<file path="src/design/disk_pkg.sv">
// ====================
// Storage-side constants for the disk bridge
// Drive count, sector buffer depth and
// block address width
// ====================

package disk_pkg;

	// Number of drives served by the host storage
	localparam int NUM_DRIVES = 8;

	// Drive number width, enough to index every drive
	localparam int DRV_W = 3;

	// Default sector buffer address width, 512 bytes
	localparam int BUF_AW_DEF = 9;

	// Block address and image size width
	localparam int LBA_W = 32;

endpackage

</file>
<file path="src/design/bridge_ifs.sv">
// ====================
// Internal interfaces of the disk bridge
// ctrl_evt_if  controller events and buffer port
// mount_iface  latched image mount state
// ====================

`timescale 1ns/1ns

interface ctrl_evt_if import disk_pkg::*; #(
	parameter int BUF_AW = BUF_AW_DEF
) ();

	// Block request pulses and target drive
	logic             blk_rd_req;
	logic             blk_wr_req;
	logic [DRV_W-1:0] drv_num;

	// Controller side of the sector buffer
	logic              buf_wr;
	logic [7:0]        buf_wdata;
	logic [7:0]        buf_rdata;
	logic [BUF_AW-1:0] buf_ptr;

	modport src (
		output blk_rd_req, blk_wr_req, drv_num,
		output buf_wr, buf_wdata, buf_ptr,
		input  buf_rdata
	);

	modport req (input blk_rd_req, blk_wr_req, drv_num);

	modport buff (input buf_wr, buf_wdata, buf_ptr, output buf_rdata);

endinterface


</file>
<file path="src/design/sd_request.sv">
// ====================
// Storage request tracker
// One-hot block read and write requests per drive,
// acknowledge tracking and io_done
// ====================

`timescale 1ns/1ns

module sd_request import disk_pkg::*; (
	input  logic                  clk_sys,
	input  logic                  areset,
	input  logic [NUM_DRIVES-1:0] sd_ack_i,
	ctrl_evt_if.req               evt,
	output logic [NUM_DRIVES-1:0] sd_rd_o,
	output logic [NUM_DRIVES-1:0] sd_wr_o,
	output logic                  io_done_o
);

	logic [NUM_DRIVES-1:0] drv_onehot;
	logic                  ack_any;
	logic                  ack_q;

	assign ack_any = |sd_ack_i;

	// Selected drive as a one-hot mask
	always_comb begin
		drv_onehot                = '0;
		drv_onehot[evt.drv_num]   = 1'b1;
	end

	always_ff @(posedge clk_sys) begin
		if (areset) begin
			sd_rd_o   <= '0;
			sd_wr_o   <= '0;
			ack_q     <= 1'b0;
			io_done_o <= 1'b0;
		end else begin
			ack_q <= ack_any;

			// A new request replaces whatever was pending
			if (evt.blk_rd_req) begin
				sd_rd_o   <= drv_onehot;
				sd_wr_o   <= '0;
				io_done_o <= 1'b0;
			end else if (evt.blk_wr_req) begin
				sd_wr_o   <= drv_onehot;
				sd_rd_o   <= '0;
				io_done_o <= 1'b0;
			end

			// Host took the request
			if (ack_any) begin
				sd_rd_o <= '0;
				sd_wr_o <= '0;
			end

			// Transfer is over once the acknowledge drops
			if (ack_q && !ack_any)
				io_done_o <= 1'b1;
		end
	end

endmodule

</file>
<file path="src/flat_wrapper.sv">
// flat-port wrapper written by rule: the top's interface ports become plain ports
module sd_request_flat import disk_pkg::*;
  (clk_sys, areset, sd_ack_i, sd_rd_o, sd_wr_o, io_done_o, evt_blk_rd_req, evt_blk_wr_req, evt_drv_num);
  ctrl_evt_if evt_i ();
  input  logic clk_sys;
  input  logic areset;
  input  logic [NUM_DRIVES-1:0] sd_ack_i;
  output logic [NUM_DRIVES-1:0] sd_rd_o;
  output logic [NUM_DRIVES-1:0] sd_wr_o;
  output logic io_done_o;
  input wire logic [$bits(evt_i.blk_rd_req)-1:0] evt_blk_rd_req;
  input wire logic [$bits(evt_i.blk_wr_req)-1:0] evt_blk_wr_req;
  input wire logic [$bits(evt_i.drv_num)-1:0] evt_drv_num;
  assign evt_i.blk_rd_req = evt_blk_rd_req;
  assign evt_i.blk_wr_req = evt_blk_wr_req;
  assign evt_i.drv_num = evt_drv_num;
  sd_request u_core (.clk_sys(clk_sys), .areset(areset), .sd_ack_i(sd_ack_i), .evt(evt_i), .sd_rd_o(sd_rd_o), .sd_wr_o(sd_wr_o), .io_done_o(io_done_o));
endmodule
</file>
<file path="config.mk">
export PLATFORM = sky130hd
export DESIGN_NAME = sd_request_flat
export DESIGN_NICKNAME = d
export VERILOG_FILES = /design/src/design/disk_pkg.sv /design/src/design/bridge_ifs.sv /design/src/design/sd_request.sv /design/src/flat_wrapper.sv
export SDC_FILE = /design/constraint.sdc
export NUM_CORES = 1
export LEC_CHECK = 0
export BUFFER_PORTS_ARGS = -buffer_cell sky130_fd_sc_hd__buf_2
export CAP_MARGIN = 0
export CORE_ASPECT_RATIO = 0.7
export CORE_UTILIZATION = 49
export DETAILED_ROUTE_END_ITERATION = 10
export GPL_ROUTABILITY_DRIVEN = 0
export PLACE_DENSITY_LB_ADDON = 0.1
export SYNTH_ARGS = -nofsm -noshare
export SYNTH_HDL_FRONTEND = slang
export SYNTH_SLANG_ARGS = --single-unit
</file>
<file path="constraint.sdc">
create_clock -name clk_sys -period 1.43 [get_ports clk_sys]
set_input_delay 0.143 -clock clk_sys [delete_from_list [all_inputs] [get_ports clk_sys]]
set_output_delay 0.143 -clock clk_sys [all_outputs]
set_load 0.05 [all_outputs]
</file>
==> results.toml, run 1 <==
[job]
cap_viol_max_count = 0

[sta]
setup_tns_ns = 0
tightestPinTransition_ns = 0.325
relSlewSlack = 0.783
max_freq_ghz = 0.783
slew_violations = 0
setup_viol = 0
period_share = 0.893
min_period_ns = 1.28
finClkSkew_ns = 0.000442
finalHoldViolCount = 0
grt_setup_unrepaired = "false"
hold_slack_ns = 0.203

[global_routing]
grt_pass1_wl_um = 3320
met3_usage = 0.0581
track_usage = 0.198
use_met2 = 0.362
grt_busiest_layer = "met2"
grt_pass1_vias = 711
use_met1 = 0.236
grt_max_degree = 26
antenna_found_initial = 0
overflow = 0

[final_layout]
finalCoreUtilization = 0.647
fin_cells = 136
num_antenna_cells = 0
drive_gt1_frac = 0.684
regArea_sq_um = 370
nets = 131
area_delta_synth_final_pct = 21.0
multi_input_area_sq_um = 574
fillers = 168
stdcell_area_sq_um = 1230

[synthesis]
avgSynthCellArea_sq_um = 12.0
yosys_warnings = 0
synthAdderAreaFrac = 0
synth_cell_types = 20
synth_top_family_by_area = "simple AND/OR/NAND/NOR gates"
syn_nets = 100
synthSimpleGateAreaFrac = 0.303
synth_xor_area_frac = 0
ys_seq_area_frac = 0.354
synth-seq-cells = 18
synthMuxAreaShare = 0
synthCells = 85
netlist_area_sq_um = 1020
synth-compound-area-share = 0.262

[routing]
wl_per_cell_um = 14.8
drtAntennaViolNets = 0
drtIter0Drc = 16
wirelength_um = 2010
drt-vias-per-instance = 5.96
remaining_drc_errors = 0
dr.pass1.iters = 4
num_vias = 810

[worst_setup_path]
r2r-end = "u_core.sd_rd_o[6]"
r2r_slack_ns = 0.15
reg2regPathDepth = 2
criticalPathCategory = "reg -> reg"
path_cells = "or3b_2 -> a2111oi_2"
start_kind = "flop"
critPathTopFamily = "simple AND/OR/NAND/NOR gates"
cpMaxStageDelayCell = "or3b_2"
cp.arrival_ns = 1.46
r2r-start = "u_core.sd_rd_o[6]"
slowest_delay_ns = 0.46
cp_max_fo = 2
crit_buf_inv = 0
end_kind = "flop"
worstPathRequired_ns = 1.61

[placement]
dp.cells = 133
post_dp_cell_area_sq_um = 1210
port_buffers = 31
dp_hpwl_um = 1390

[hold_path]
worstHoldStart = "evt_drv_num[0]"
hp-class = "in -> reg"
hold-path-endpoint = "u_core.sd_rd_o[0]"
hold_depth = 3

[clock_tree]
path_clk_slew_ns = 0.10
cts-buffers-inserted = 3
htree_levels = 1
cts_tree = "done"
post_cts_resized = 0
postCtsSetupBuffers = 0
clockBufferDepth = 2
cts.hold.buffers_added = 0
clockRootBuffer = "clkbuf_4"
clk_latency_ns = 0.29
cts.sinks = 18

[status]
outcome = "completed"

[floorplanning]
ios = 32
die_x_um = 56.5
die-area_sq_um = 2260
fp.dieH_um = 40.1
coreArea_sq_um = 1900
start_util = 0.535
placementRows = 13

[power]
leakage_nw = 0.436
vdd_drop_max_mv = 0.508
p_per_area_nw_per_um2 = 708
==> per-stage QoR <==
| step | setup WS (ns) | total power, mW |
|---|---|---|
| 4_1_cts | 0.112 | 0.889 |
| 2_1_floorplan | 0.0401 | 0.585 |
| 5_1_grt | 0.0992 | 0.918 |
| 3_5_place_dp | -0.0321 | 0.632 |
| 3_3_place_gp | 0.0281 | 0.630 |
| 6_report | 0.152 | 0.872 |
==> final cells by class <==
| type | instances | area share |
|---|---|---|
| flip-flops and latches | 18 | 0.301 |
| repair buffers | 38 | 0.189 |
| inverters | 1 | 0.00305 |
| clock buffers | 3 | 0.0183 |
| multi-input cells | 54 | 0.466 |
| well taps | 22 | 0.0224 |
==> tightest hold or removal path, delay by kind of cell <==
kind / cells / cell delay [ns]
compound gates: 1 / 0.05
buf+inv: 1 / 0.12
simple gates: 1 / 0.14
==> flip-flops by register name, summed over array words and instances, names as in the netlist <==
name / count
u_core.sd_rd_o: 8
u_core.sd_wr_o: 8
u_core.ack_q: 1
u_core.io_done_o: 1
==> logic make-up (layout without fill, tap and decap cells) <==
group,count (synthesis),in the layout
flops,18,18
simple gates,36,36
compound gates,18,18
buf+inv,13,42
==> layout by cell type (no fill, tap or decap), drive strengths merged <==
cell type and n:
or2 1, dfxtp 18, o21ba 1, nand4b 6, or4b 3, clkbuf 3, a2111oi 16, or4 2
or4bb 6, o41ai 1, inv 1, or3b 8, nand4 2, buf 38, nand2b 8
==> worst max path at each step <==
stage	from	endpoint	slack [ns]	cells past startpoint
6_report	u_core.sd_rd_o[6]	u_core.sd_rd_o[6]	0.15	2
3_3_place_gp	sd_ack_i[4]	u_core.sd_wr_o[3]	0.03	3
4_1_cts	u_core.sd_rd_o[6]	u_core.sd_rd_o[6]	0.11	2
3_5_place_dp	sd_ack_i[4]	u_core.sd_wr_o[3]	-0.03	3
5_1_grt	u_core.sd_rd_o[6]	u_core.sd_rd_o[6]	0.1	2
2_1_floorplan	u_core.io_done_o	u_core.io_done_o	0.04	2
==> routing by layer <==
layer	wire length (um)	share of wire
met5	0	0
met4	0	0
met3	98	0.049
met2	952	0.47
met1	960	0.48
==> Yosys cell counts <==
master      n  area [sq um]
o21ba_1     1          10.0
or4_1       1          7.51
buf_12      1          20.0
o41ai_2     1          16.3
clkbuf_1    6          22.5
or3b_2      8          70.1
or4bb_1     6          67.6
inv_1       1          3.75
dfxtp_1    18           360
nand4b_1    6          52.6
nand4_1     2          12.5
buf_6       1          11.3
or4b_1      1          10.0
a2111oi_2  16           240
buf_2       2          10.0
or2_2       1          6.26
or4_4       1          11.3
nand2b_1    8          50.1
buf_4       2          15.0
or4b_2      2          20.0
==> report_power, final <==
part           internal, mW  switching (mW)  total (mW)
Clock                0.0980           0.153       0.251
Sequential            0.502        0.000354       0.503
Combinational        0.0511          0.0669       0.118
No activity file was read; power rests on OpenSTA's default activity.
==> inputs of run 2 (changes only) <==
- CORE_UTILIZATION: 49 -> 53
- SKIP_LAST_GASP: default -> 1
- clock period: 1.43 -> 1.55 ns (I/O delays scaled with it)
==> run 2 against run 1 <==
  * Worst hold slack gained 0.013 ns
  * Sequential share of layout area grew 0.72 points
  * Utilization grew 4.3 points
  * First-iteration DRC count shrank 38%
  * Clock skew is essentially flat
  * Routed wire length shrank 7.6%
  * Largest cell class unchanged
==> results.toml, run 2 (synthesis gave the netlist of run 1 again) <==
[status]
outcome = "completed"

[global_routing]
met3_usage = 0.0706
use_met1 = 0.261
use_met2 = 0.332
grt_max_degree = 26
grt_pass1_wl_um = 2980
grt_pass1_vias = 663
track_usage = 0.201
overflow = 0
grt_busiest_layer = "met2"
antenna_found_initial = 0

[sta]
setup_viol = 0
min_period_ns = 1.27
relSlewSlack = 0.788
grt_setup_unrepaired = "false"
max_freq_ghz = 0.788
setup_tns_ns = 0
period_share = 0.819
slew_violations = 0
tightestPinTransition_ns = 0.317
finalHoldViolCount = 0
hold_slack_ns = 0.216
finClkSkew_ns = 0.000166

[final_layout]
nets = 126
final_common_cell = "buf_2"
reg_top3 = "u_core.sd_rd_o (8), u_core.sd_wr_o (8)"
area_delta_synth_final_pct = 15.0
drive_gt1_frac = 0.596
num_antenna_cells = 0
mostFrequentLayoutCells = "buf_2 (31), dfxtp_1 (18), a2111oi_2 (16), nand2b_1 (8), or3b_2 (8)"
fillers = 153

[power]
vdd_drop_max_mv = 0.518
p_per_area_nw_per_um2 = 668
leakage_nw = 0.403

[routing]
drtAntennaViolNets = 0
drt-vias-per-instance = 5.88
drtIter0Drc = 10
num_vias = 765
wirelength_um = 1860
remaining_drc_errors = 0
wl_per_cell_um = 14.3
dr.pass1.iters = 4

[clock_tree]
cts_tree = "done"
cts.hold.buffers_added = 0
path_clk_slew_ns = 0.10
post_cts_resized = 0
clockRootBuffer = "clkbuf_4"
cts-buffers-inserted = 3
cts.sinks = 18
htree_levels = 1
postCtsSetupBuffers = 0
clockBufferDepth = 2
clk_latency_ns = 0.28

[placement]
dp_hpwl_um = 1260
port_buffers = 31

[worst_setup_path]
start_kind = "flop"
cpMaxStageDelayCell = "or3b_2"
slowest_delay_ns = 0.46
criticalPathCategory = "reg -> reg"
cp.arrival_ns = 1.45
worstPathRequired_ns = 1.73
end_kind = "flop"
cp_max_fo = 2
path_cells = "or3b_2 -> a2111oi_2"

[floorplanning]
fp.dieH_um = 38.7
ios = 32
die_x_um = 54.4
start_util = 0.600
die-area_sq_um = 2100
placementRows = 12
coreArea_sq_um = 1700

[job]
cap_viol_max_count = 0

[hold_path]
hp-class = "in -> reg"
## run 2: cell types whose count changed in the layout (fill, tap and decap cells not counted)
| cell | change |
|---|---|
| buf_12 | -1 |
| dfxtp_2 | -8 |
| buf_4 | -4 |
| dfxtp_1 | +8 |
## run 2: worst max-delay path, delay by kind of cell (launching register included)
family           cells  cell delay, ns
flip-flops           1            0.33
AND/OR/NAND/NOR      1            0.46
AO/OA/AOI/OAI        1            0.37
## run 2: final cells by class
| class | count | area, sq um | area share |
|---|---|---|---|
| flip-flops and latches | 18 | 360 | 0.308 |
| well taps | 21 | 26.3 | 0.0225 |
| inverters | 1 | 3.75 | 0.00321 |
| clock buffers | 3 | 22.5 | 0.0193 |
| multi-input cells | 54 | 574 | 0.491 |
| repair buffers | 33 | 183 | 0.156 |
## run 2: metrics by stage
stage / total power, mW / cells / utilization / worst slack, ns / area [sq um]
floorplan: 0.540 / 85 / - / 0.0206 / 1020
global placement: 0.567 / 127 / 0.676 / 0.140 / 1150
detailed placement: 0.569 / 127 / 0.676 / 0.103 / 1150
CTS: 0.795 / 130 / 0.690 / 0.248 / 1170
global route: 0.821 / 130 / 0.690 / 0.218 / 1170
finish: 0.782 / 130 / 0.690 / 0.281 / 1170
## run 2: final timing paths
check                            to              start  cells past startpoint  slack, ns
hold / removal    u_core.sd_rd_o[0]     evt_drv_num[0]                      3       0.22
setup / recovery  u_core.sd_rd_o[3]  u_core.sd_rd_o[3]                      2       0.28
setup reg to reg  u_core.sd_rd_o[3]  u_core.sd_rd_o[3]                      2       0.28
hold reg to reg    u_core.io_done_o       u_core.ack_q                      2       0.49
## run 2: power breakdown
part | leakage, nW | internal, mW | switching [mW]
registers | 0.145 | 0.464 | 0.000462
clock network | 0.0138 | 0.0901 | 0.133
logic | 0.244 | 0.0359 | 0.0585
## run 2: routing by layer
layer	up-vias	routed length (um)
li1	392	-
met1	344	947
met2	29	800
met3	0	108
met4	0	0
met5	-	0
