## src/design/disk_pkg.sv

```systemverilog
// ====================
// Storage-side constants for the disk bridge
// Drive count, sector buffer depth and
// block address width
// ====================

package disk_pkg;

	// Number of drives served by the host storage
	localparam int NUM_DRIVES = 8;

	// Drive number width, enough to index every drive
	localparam int DRV_W = 3;

	// Default sector buffer address width, 512 bytes
	localparam int BUF_AW_DEF = 9;

	// Block address and image size width
	localparam int LBA_W = 32;

endpackage

```

## src/design/bridge_ifs.sv

```systemverilog


interface mount_iface import disk_pkg::*; ();

	logic             mounted;
	logic [DRV_W-1:0] fileno;
	logic [1:0]       img_type;
	logic             read_only;
	logic [LBA_W-1:0] file_size;

	modport src (output mounted, fileno, img_type, read_only, file_size);

	modport sink (input mounted, fileno, img_type, read_only, file_size);

endinterface

```

## src/design/mount_tracker.sv

```systemverilog
// ====================
// Image mount tracker
// Drive number, type, read-only flag, size
// and the mount toggle
// ====================

`timescale 1ns/1ns

module mount_tracker import disk_pkg::*; (
	input  logic                  clk_sys,
	input  logic                  areset,
	input  logic [NUM_DRIVES-1:0] img_mounted_i,
	input  logic                  img_readonly_i,
	input  logic [LBA_W-1:0]      img_size_i,
	input  logic [1:0]            img_type_i,
	mount_iface.src               mnt
);

	logic mount_any;
	logic mount_q;
	logic mount_rise;
	logic mounted_q;

	// Highest set bit below the top drive wins,
	// the top drive only counts when it is alone
	function automatic logic [DRV_W-1:0] pick_fileno(input logic [NUM_DRIVES-1:0] mask);
		logic [DRV_W-1:0] n;
		n = '0;
		for (int i = 0; i < NUM_DRIVES - 1; i++) begin
			if (mask[i])
				n = DRV_W'(i);
		end
		if (mask == {1'b1, {(NUM_DRIVES-1){1'b0}}})
			n = DRV_W'(NUM_DRIVES - 1);
		return n;
	endfunction

	assign mount_any  = |img_mounted_i;
	assign mount_rise = mount_any & ~mount_q;

	always_ff @(posedge clk_sys) begin
		if (areset) begin
			mount_q   <= 1'b0;
			mounted_q <= 1'b0;
		end else begin
			mount_q <= mount_any;
			if (mount_rise)
				mounted_q <= ~mounted_q;
		end
	end

	// Image details, captured on each mount
	always_ff @(posedge clk_sys) begin
		if (mount_rise) begin
			mnt.fileno    <= pick_fileno(img_mounted_i);
			mnt.img_type  <= img_type_i;
			// Drives 4 and 5 are always write protected
			mnt.read_only <= img_readonly_i | img_mounted_i[4] | img_mounted_i[5];
			mnt.file_size <= img_size_i;
		end
	end

	assign mnt.mounted = mounted_q;

endmodule

```

## src/flat_wrapper.sv

```systemverilog
// flat-port wrapper written by rule: the top's interface ports become plain ports
module mount_tracker_flat import disk_pkg::*;
  (clk_sys, areset, img_mounted_i, img_readonly_i, img_size_i, img_type_i, mnt_mounted, mnt_fileno, mnt_img_type, mnt_read_only, mnt_file_size);
  mount_iface mnt_i ();
  input  logic clk_sys;
  input  logic areset;
  input  logic [NUM_DRIVES-1:0] img_mounted_i;
  input  logic img_readonly_i;
  input  logic [LBA_W-1:0] img_size_i;
  input  logic [1:0] img_type_i;
  output wire logic [$bits(mnt_i.mounted)-1:0] mnt_mounted;
  output wire logic [$bits(mnt_i.fileno)-1:0] mnt_fileno;
  output wire logic [$bits(mnt_i.img_type)-1:0] mnt_img_type;
  output wire logic [$bits(mnt_i.read_only)-1:0] mnt_read_only;
  output wire logic [$bits(mnt_i.file_size)-1:0] mnt_file_size;
  assign mnt_mounted = mnt_i.mounted;
  assign mnt_fileno = mnt_i.fileno;
  assign mnt_img_type = mnt_i.img_type;
  assign mnt_read_only = mnt_i.read_only;
  assign mnt_file_size = mnt_i.file_size;
  mount_tracker u_core (.clk_sys(clk_sys), .areset(areset), .img_mounted_i(img_mounted_i), .img_readonly_i(img_readonly_i), .img_size_i(img_size_i), .img_type_i(img_type_i), .mnt(mnt_i));
endmodule
```

## config.mk

```make
export PLATFORM = sky130hd
export DESIGN_NAME = mount_tracker_flat
export DESIGN_NICKNAME = d
export VERILOG_FILES = /design/src/design/disk_pkg.sv /design/src/design/bridge_ifs.sv /design/src/design/mount_tracker.sv /design/src/flat_wrapper.sv
export SDC_FILE = /design/constraint.sdc
export NUM_CORES = 1
export LEC_CHECK = 0
export BUFFER_PORTS_ARGS = -buffer_cell sky130_fd_sc_hd__buf_4
export CAP_MARGIN = 25
export CORE_MARGIN = 4
export CORE_UTILIZATION = 46
export CTS_BUF_LIST = sky130_fd_sc_hd__clkbuf_8
export CTS_CLUSTER_SIZE = 14
export DETAILED_ROUTE_END_ITERATION = 10
export PLACE_DENSITY = 0.9
export SLEW_MARGIN = 20
export SYNTH_ARGS = -nofsm -noshare
export SYNTH_HDL_FRONTEND = slang
export SYNTH_SLANG_ARGS = --single-unit
```

## constraint.sdc

```tcl
create_clock -name clk_sys -period 2.6 [get_ports clk_sys]
set_input_delay 0.13 -clock clk_sys [delete_from_list [all_inputs] [get_ports clk_sys]]
set_output_delay 0.13 -clock clk_sys [all_outputs]
set_load 0.02 [all_outputs]
```

==> run_results.csv, run 1 <==
group,metric,value,unit
grt,grt-ovfl-total,0,
drt,postRouteAntennaNets,0,
sta,worstMarginPinSlew,0.602,ns
clocking,cts_root_buf,"clkbuf_8",
clocking,insertion_delay,0.29,ns
placed_design,pre_cts_slack,1.02,ns
sta,fmax,759,MHz
drt,drtIter0Drc,63,
yosys,postSynthAreaPerCell,22.1,sq um
drt,route.vias.total,927,
worst_setup_path,worstPathArrival,1.31,ns
power,power_density,662,mW/mm^2
drt,post-route-drc-count,0,
yosys,ys_seq_area_share,90.5,%
sta,fin_tns_setup,0,ns
floorplan,num_rows,19,
grt,grt_antenna_before_repair,0,
drt,firstDrtPassIters,4,
clocking,htreeDepth,2,
floorplan,ioPinCount,84,
sta,fin_hold_ws,0.0103,ns
final_layout,nets,201,
power,vdd_ir_drop_max,620,uV
clocking,clk_pin_slew,0.08,ns
sta,clock-skew-final,0.0122,ns
worst_setup_path,reg2reg_slack,1.28,ns
grt,grt_pass1_vias,897,
job,drv_cap,0,
yosys,syn-instance-count,59,
min_path,holdPathStages,1,
drt,wirelength,3730,microns
yosys,yosys_warnings,0,
final_layout,final_common_cell,"buf_4",
final_layout,areaGrowthSynthToFinish,66.3,%
worst_setup_path,r2r-end,"u_core.mnt.file_size[7]",
sta,rsz0062_at_grt,"false",
floorplan,chipWidth,61.3,microns
final_layout,n_fill_cell,150,
worst_setup_path,worstSetupPathType,"flip-flop to flip-flop",
grt,grt_use_total,18.2,%
min_path,hp-class,"primary input to flip-flop",
yosys,ys_ff_latch,40,
clocking,tritoncts,"done",
placed_design,io_buffers,83,
yosys,synth_nets,104,
sta,fin_crit_sh,50.7,%
sta,finalSetupViolations,0,
final_layout,n_antenna_cell,0,
worst_setup_path,reg2regPathDepth,2,
worst_setup_path,path_max_fanout,26,
min_path,min_from,"img_size_i[14]",
clocking,cts_sinks,40,
grt,grt_pass1_wl,4570,microns
drt,route.detailed.wl_per_inst,19.8,microns
sta,min_period,1.32,ns
grt,grt_max_degree,27,
power,p_total,0.00144,W
floorplan,die_h,61.3,microns
yosys,yosysUniqueCellTypes,17,
final_layout,layoutNonFillerInstCount,188,
final_layout,final_cell_mix,"buf_4 (83), edfxtp_1 (38), dlygate4sd3_1 (6)",
clocking,post_cts.repair.setup_buffers,0,
floorplan,dieArea,0.00375,sq mm
floorplan,coreArea,0.00273,sq mm
final_layout,drive_above_1_share,59.9,%
yosys,synth_area,0.00131,sq mm
worst_setup_path,endpoint_kind,"flip-flop",
drt,vias_per_cell,4.93,
worst_setup_path,r2r-start,"u_core.mount_q",
sta,hold_viol,0,
min_path,min_to,"u_core.mnt.file_size[14]",
floorplan,start_util,47.7,%
clocking,numCtsBuffers,5,
placed_design,place_hpwl,2610,microns
sta,max_slew_margin,59.5,%
sta,fin_ws,1.28,ns
placed_design,gp_congestion,0.778,
clocking,cts.path.max_buffers,2,
worst_setup_path,cp-start-kind,"flip-flop",
sta,slew_viol_final,0,
outcome,outcome,"completed",
power,leakage,0.921,nW
worst_setup_path,crit_required,2.59,ns
placed_design,dp.cells,174,
==> flip-flops by register name, indices dropped and copies added (netlist names) <==
name                  count
u_core.mnt.mounted        1
u_core.mount_q            1
u_core.mnt.fileno         3
u_core.mnt.file_size     32
u_core.mnt.img_type       2
u_core.mnt.read_only      1
==> cells in the mapped netlist <==
master | n | area, sq um
edfxtp_1 | 38 | 1140
a21oi_1 | 3 | 15.0
dfxtp_1 | 2 | 40.0
inv_1 | 2 | 7.51
nor2_1 | 2 | 7.51
a211oi_1 | 1 | 7.51
a21oi_2 | 1 | 8.76
nand2_1 | 1 | 3.75
nand2_2 | 1 | 6.26
nand2b_1 | 1 | 6.26
nor3_1 | 1 | 5.00
nor4_1 | 1 | 6.26
nor4_4 | 1 | 21.3
o21bai_1 | 1 | 7.51
or2_1 | 1 | 6.26
or3_1 | 1 | 6.26
xnor2_1 | 1 | 8.76
==> worst max-delay path, cell delays in order, from the launching register on <==
cell and delay [ns]:
dfxtp_1 0.33, a21oi_4 0.45, buf_16 0.25
==> kinds of logic (layout without fill, tap and decap cells) <==
kind of cell,Yosys count,count (layout),synth area share (%)
XOR/XNOR,1,1,0.671
AND/OR/NAND/NOR,10,10,5.27
AO/OA/AOI/OAI,6,6,2.97
flip-flops,40,40,90.5
buffers and inverters,2,100,0.575
==> per-layer routing <==
metal / part of all wire, % / track usage (%)
met3: 13 / 8.18
met2: 49 / 31.0
met5: 0 / 0
met1: 36 / 19.3
met4: 1.6 / 8.36
==> where the power goes <==
part | switching (W) | total [W] | internal [W] | leakage, nW
combinational | 0.0000945 | 0.000193 | 0.0000985 | 0.477
sequential | 0.0000135 | 0.000760 | 0.000746 | 0.385
clock | 0.000203 | 0.000484 | 0.000281 | 0.0593
==> layout make-up <==
| type | instances | area (sq um) | area share, % |
|---|---|---|---|
| Clock buffer | 5 | 68.8 | 3.17 |
| Clock inverter | 3 | 38.8 | 1.79 |
| Inverter | 2 | 7.51 | 0.346 |
| Multi-Input combinational cell | 17 | 124 | 5.71 |
| Sequential cell | 40 | 1180 | 54.4 |
| Tap cell | 31 | 38.8 | 1.79 |
| Timing Repair Buffer | 90 | 711 | 32.8 |
==> worst max-delay path by stage <==
stage                     startpoint                       to  cells past startpoint
floorplan             u_core.mount_q  u_core.mnt.file_size[0]                      1
global placement    img_mounted_i[5]       u_core.mnt.mounted                      5
detailed placement  img_mounted_i[5]  u_core.mnt.file_size[2]                      4
CTS                   u_core.mount_q     u_core.mnt.fileno[2]                      2
global route        img_mounted_i[5]     u_core.mnt.fileno[2]                      4
finish                u_core.mount_q  u_core.mnt.file_size[7]                      2
==> repair_timing <==
item,in CTS,in global routing
hold buffers,1,5
gates resized for setup,0,0
endpoints found under the hold margin,2,5
setup endpoints to repair,0,0
==> stage by stage <==
step                util [%]  area [sq um]
finish                  79.4          2170
global route            79.4          2170
CTS                     77.5          2120
detailed placement      73.2          2000
global placement        72.2          1970
floorplan                  -          1310
Power figures use the tool's default switching activity.
==> run 2, diff against run 1 <==
- CORE_UTILIZATION: 46 -> 39
- PLACE_DENSITY: 0.9 -> 0.82
- clock period: 2.6 -> 1.1 ns (I/O delays scaled with it)
==> run_results.csv, run 2 (synthesized netlist as in run 1, its figures left out) <==
group,metric,value,unit
outcome,outcome,"completed",
final_layout,layout_top_registers,"u_core.mnt.file_size (32), u_core.mnt.fileno (3), u_core.mnt.img_type (2)",
clocking,cts_root_buf,"clkbuf_8",
final_layout,n_fill_cell,165,
grt,grt-ovfl-total,0,
sta,clock-skew-final,0.00513,ns
placed_design,gp_congestion,0.660,
worst_setup_path,path_max_fanout,20,
sta,worstMarginPinSlew,0.346,ns
final_layout,final_common_cell,"buf_4",
drt,postRouteAntennaNets,0,
drt,vias_per_cell,4.62,
drt,route.detailed.wl_per_inst,19.3,microns
sta,slew_viol_final,0,
worst_setup_path,worstSetupPathType,"flip-flop to flip-flop",
sta,fin_tns_setup,0,ns
floorplan,chipWidth,65.8,microns
floorplan,start_util,41.7,%
final_layout,regMostFlops,"u_core.mnt.file_size",
floorplan,num_rows,20,
placed_design,io_buffers,83,
worst_setup_path,worstPathArrival,1.03,ns
power,leakage,1.06,nW
clocking,htreeDepth,2,
final_layout,multiInputGateArea,124,sq um
grt,grt_pass1_vias,1127,
power,p_sw_share,23.2,%
final_layout,ff_latch_area,0.00118,sq mm
worst_setup_path,crit_buf_inv,1,
floorplan,dieArea,0.00434,sq mm
clocking,post_cts.repair.setup_buffers,0,
final_layout,final_cell_mix,"buf_4 (87), edfxtp_1 (38), dlygate4sd3_1 (35)",
grt,grt_use_total,21.8,%
sta,hold_viol,0,
grt,grt_max_degree,21,
final_layout,drive_above_1_share,51.3,%
drt,drtIter0Drc,72,
final_layout,fin_util,79.7,%
sta,rsz0062_at_grt,"false",
drt,wirelength,4540,microns
clocking,postCtsResizedCells,0,
floorplan,coreArea,0.00313,sq mm
clocking,insertion_delay,0.28,ns
worst_setup_path,timing.critical_path.cells,"a21oi_4, buf_12",
sta,fmax,959,MHz
final_layout,nets,235,
worst_setup_path,reg2regPathDepth,2,
min_path,holdPathStages,2,
final_layout,areaGrowthSynthToFinish,91.0,%
clocking,clk_pin_slew,0.07,ns
worst_setup_path,cp_top_family,"flip-flops",
power,pwr-share-comb,17.3,%
sta,fin_crit_sh,94.8,%
worst_setup_path,crit_cells,2,
final_layout,largest_reg_flops,32,
clocking,numCtsBuffers,5,
power,seqPwrFrac,55.3,%
job,drv_cap,0,
final_layout,n_antenna_cell,0,
clocking,cts.path.max_buffers,2,
power,p_switching,0.000755,W
grt,grt_antenna_before_repair,0,
power,p_int,0.00250,W
worst_setup_path,cp_slowest_cell,"dfxtp_2",
grt,grt_pass1_wl,6550,microns
drt,route.vias.total,1085,
sta,max_slew_margin,76.8,%
sta,min_period,1.04,ns
drt,post-route-drc-count,0,
power,clkPwrFrac,27.4,%
final_layout,layoutNonFillerInstCount,235,
worst_setup_path,crit_required,1.09,ns
worst_setup_path,cp-start-kind,"flip-flop",
sta,finalSetupViolations,0,
power,power_density,1310,mW/mm^2
placed_design,dp.cells,192,
worst_setup_path,endpoint_kind,"flip-flop",
drt,firstDrtPassIters,4,
clocking,tritoncts,"done",
min_path,hp-class,"primary input to flip-flop",
floorplan,die_h,65.8,microns
floorplan,ioPinCount,84,
worst_setup_path,crit_path_max_incr_delay,0.33,ns
power,vdd_ir_drop_max,736,uV
clocking,cts_sinks,40,
clocking,hold_buffers,35,
[run 2: changes by cell type in the layout (fill, tap and decap cells not counted)]
cell	delta
dfxtp_2	+1
clkinv_1	+1
dlygate4sd3_1	+29
inv_1	+1
clkinv_2	-1
buf_16	-1
dfxtp_1	-1
buf_12	+2
bufinv_16	-1
buf_4	+4
[run 2: worst reg2reg max path: stages, from the launching register on]
cell and delay [ns]:
dfxtp_2 0.33, a21oi_4 0.22, buf_12 0.21
[run 2: path summary, 6_finish.rpt]
check,endpoint,slack [ns],startpoint
max,u_core.mnt.file_size[19],0.06,u_core.mount_q
min,u_core.mnt.read_only,0.05,img_readonly_i
max reg2reg,u_core.mnt.file_size[19],0.06,u_core.mount_q
min reg2reg,u_core.mnt.mounted,0.55,u_core.mnt.mounted
[run 2: routing by layer]
layer	up-vias	share of wire (%)	GRT usage, %
li1	490	-	-
met1	512	37	24.6
met2	79	50	38.5
met3	4	13	8.33
met4	0	0.51	5.18
met5	-	0	0
[run 2: power by group through the flow]
stage | Combinational [W] | Clock, W | Sequential, W
5_1_grt | 0.000593 | 0.000968 | 0.00181
2_1_floorplan | 0.0000466 | 0 | 0.00193
6_report | 0.000562 | 0.000891 | 0.00180
3_5_place_dp | 0.000443 | 0 | 0.00182
4_1_cts | 0.000547 | 0.000865 | 0.00179
3_3_place_gp | 0.000433 | 0 | 0.00182
[run 2: layout make-up]
class / count / area share (%)
clock buffer: 5 / 2.76
clock inverter: 3 / 0.452
inverter: 2 / 0.301
multi-input combinational: 17 / 4.97
sequential: 40 / 47.4
tap: 44 / 2.21
timing repair buffer: 124 / 41.9
[run 2: through the flow]
step / total power [W] / area, sq um / hold WS (ns) / worst slack, ns
after floorplan: 0.00198 / 1310 / 0.117 / -0.283
after global placement: 0.00225 / 2060 / 0.221 / -0.0200
after detailed placement: 0.00227 / 2060 / 0.220 / -0.0529
after CTS: 0.00320 / 2490 / 0.0445 / 0.0570
after global routing: 0.00337 / 2490 / 0.0601 / 0.0173
final: 0.00325 / 2490 / 0.0499 / 0.0572
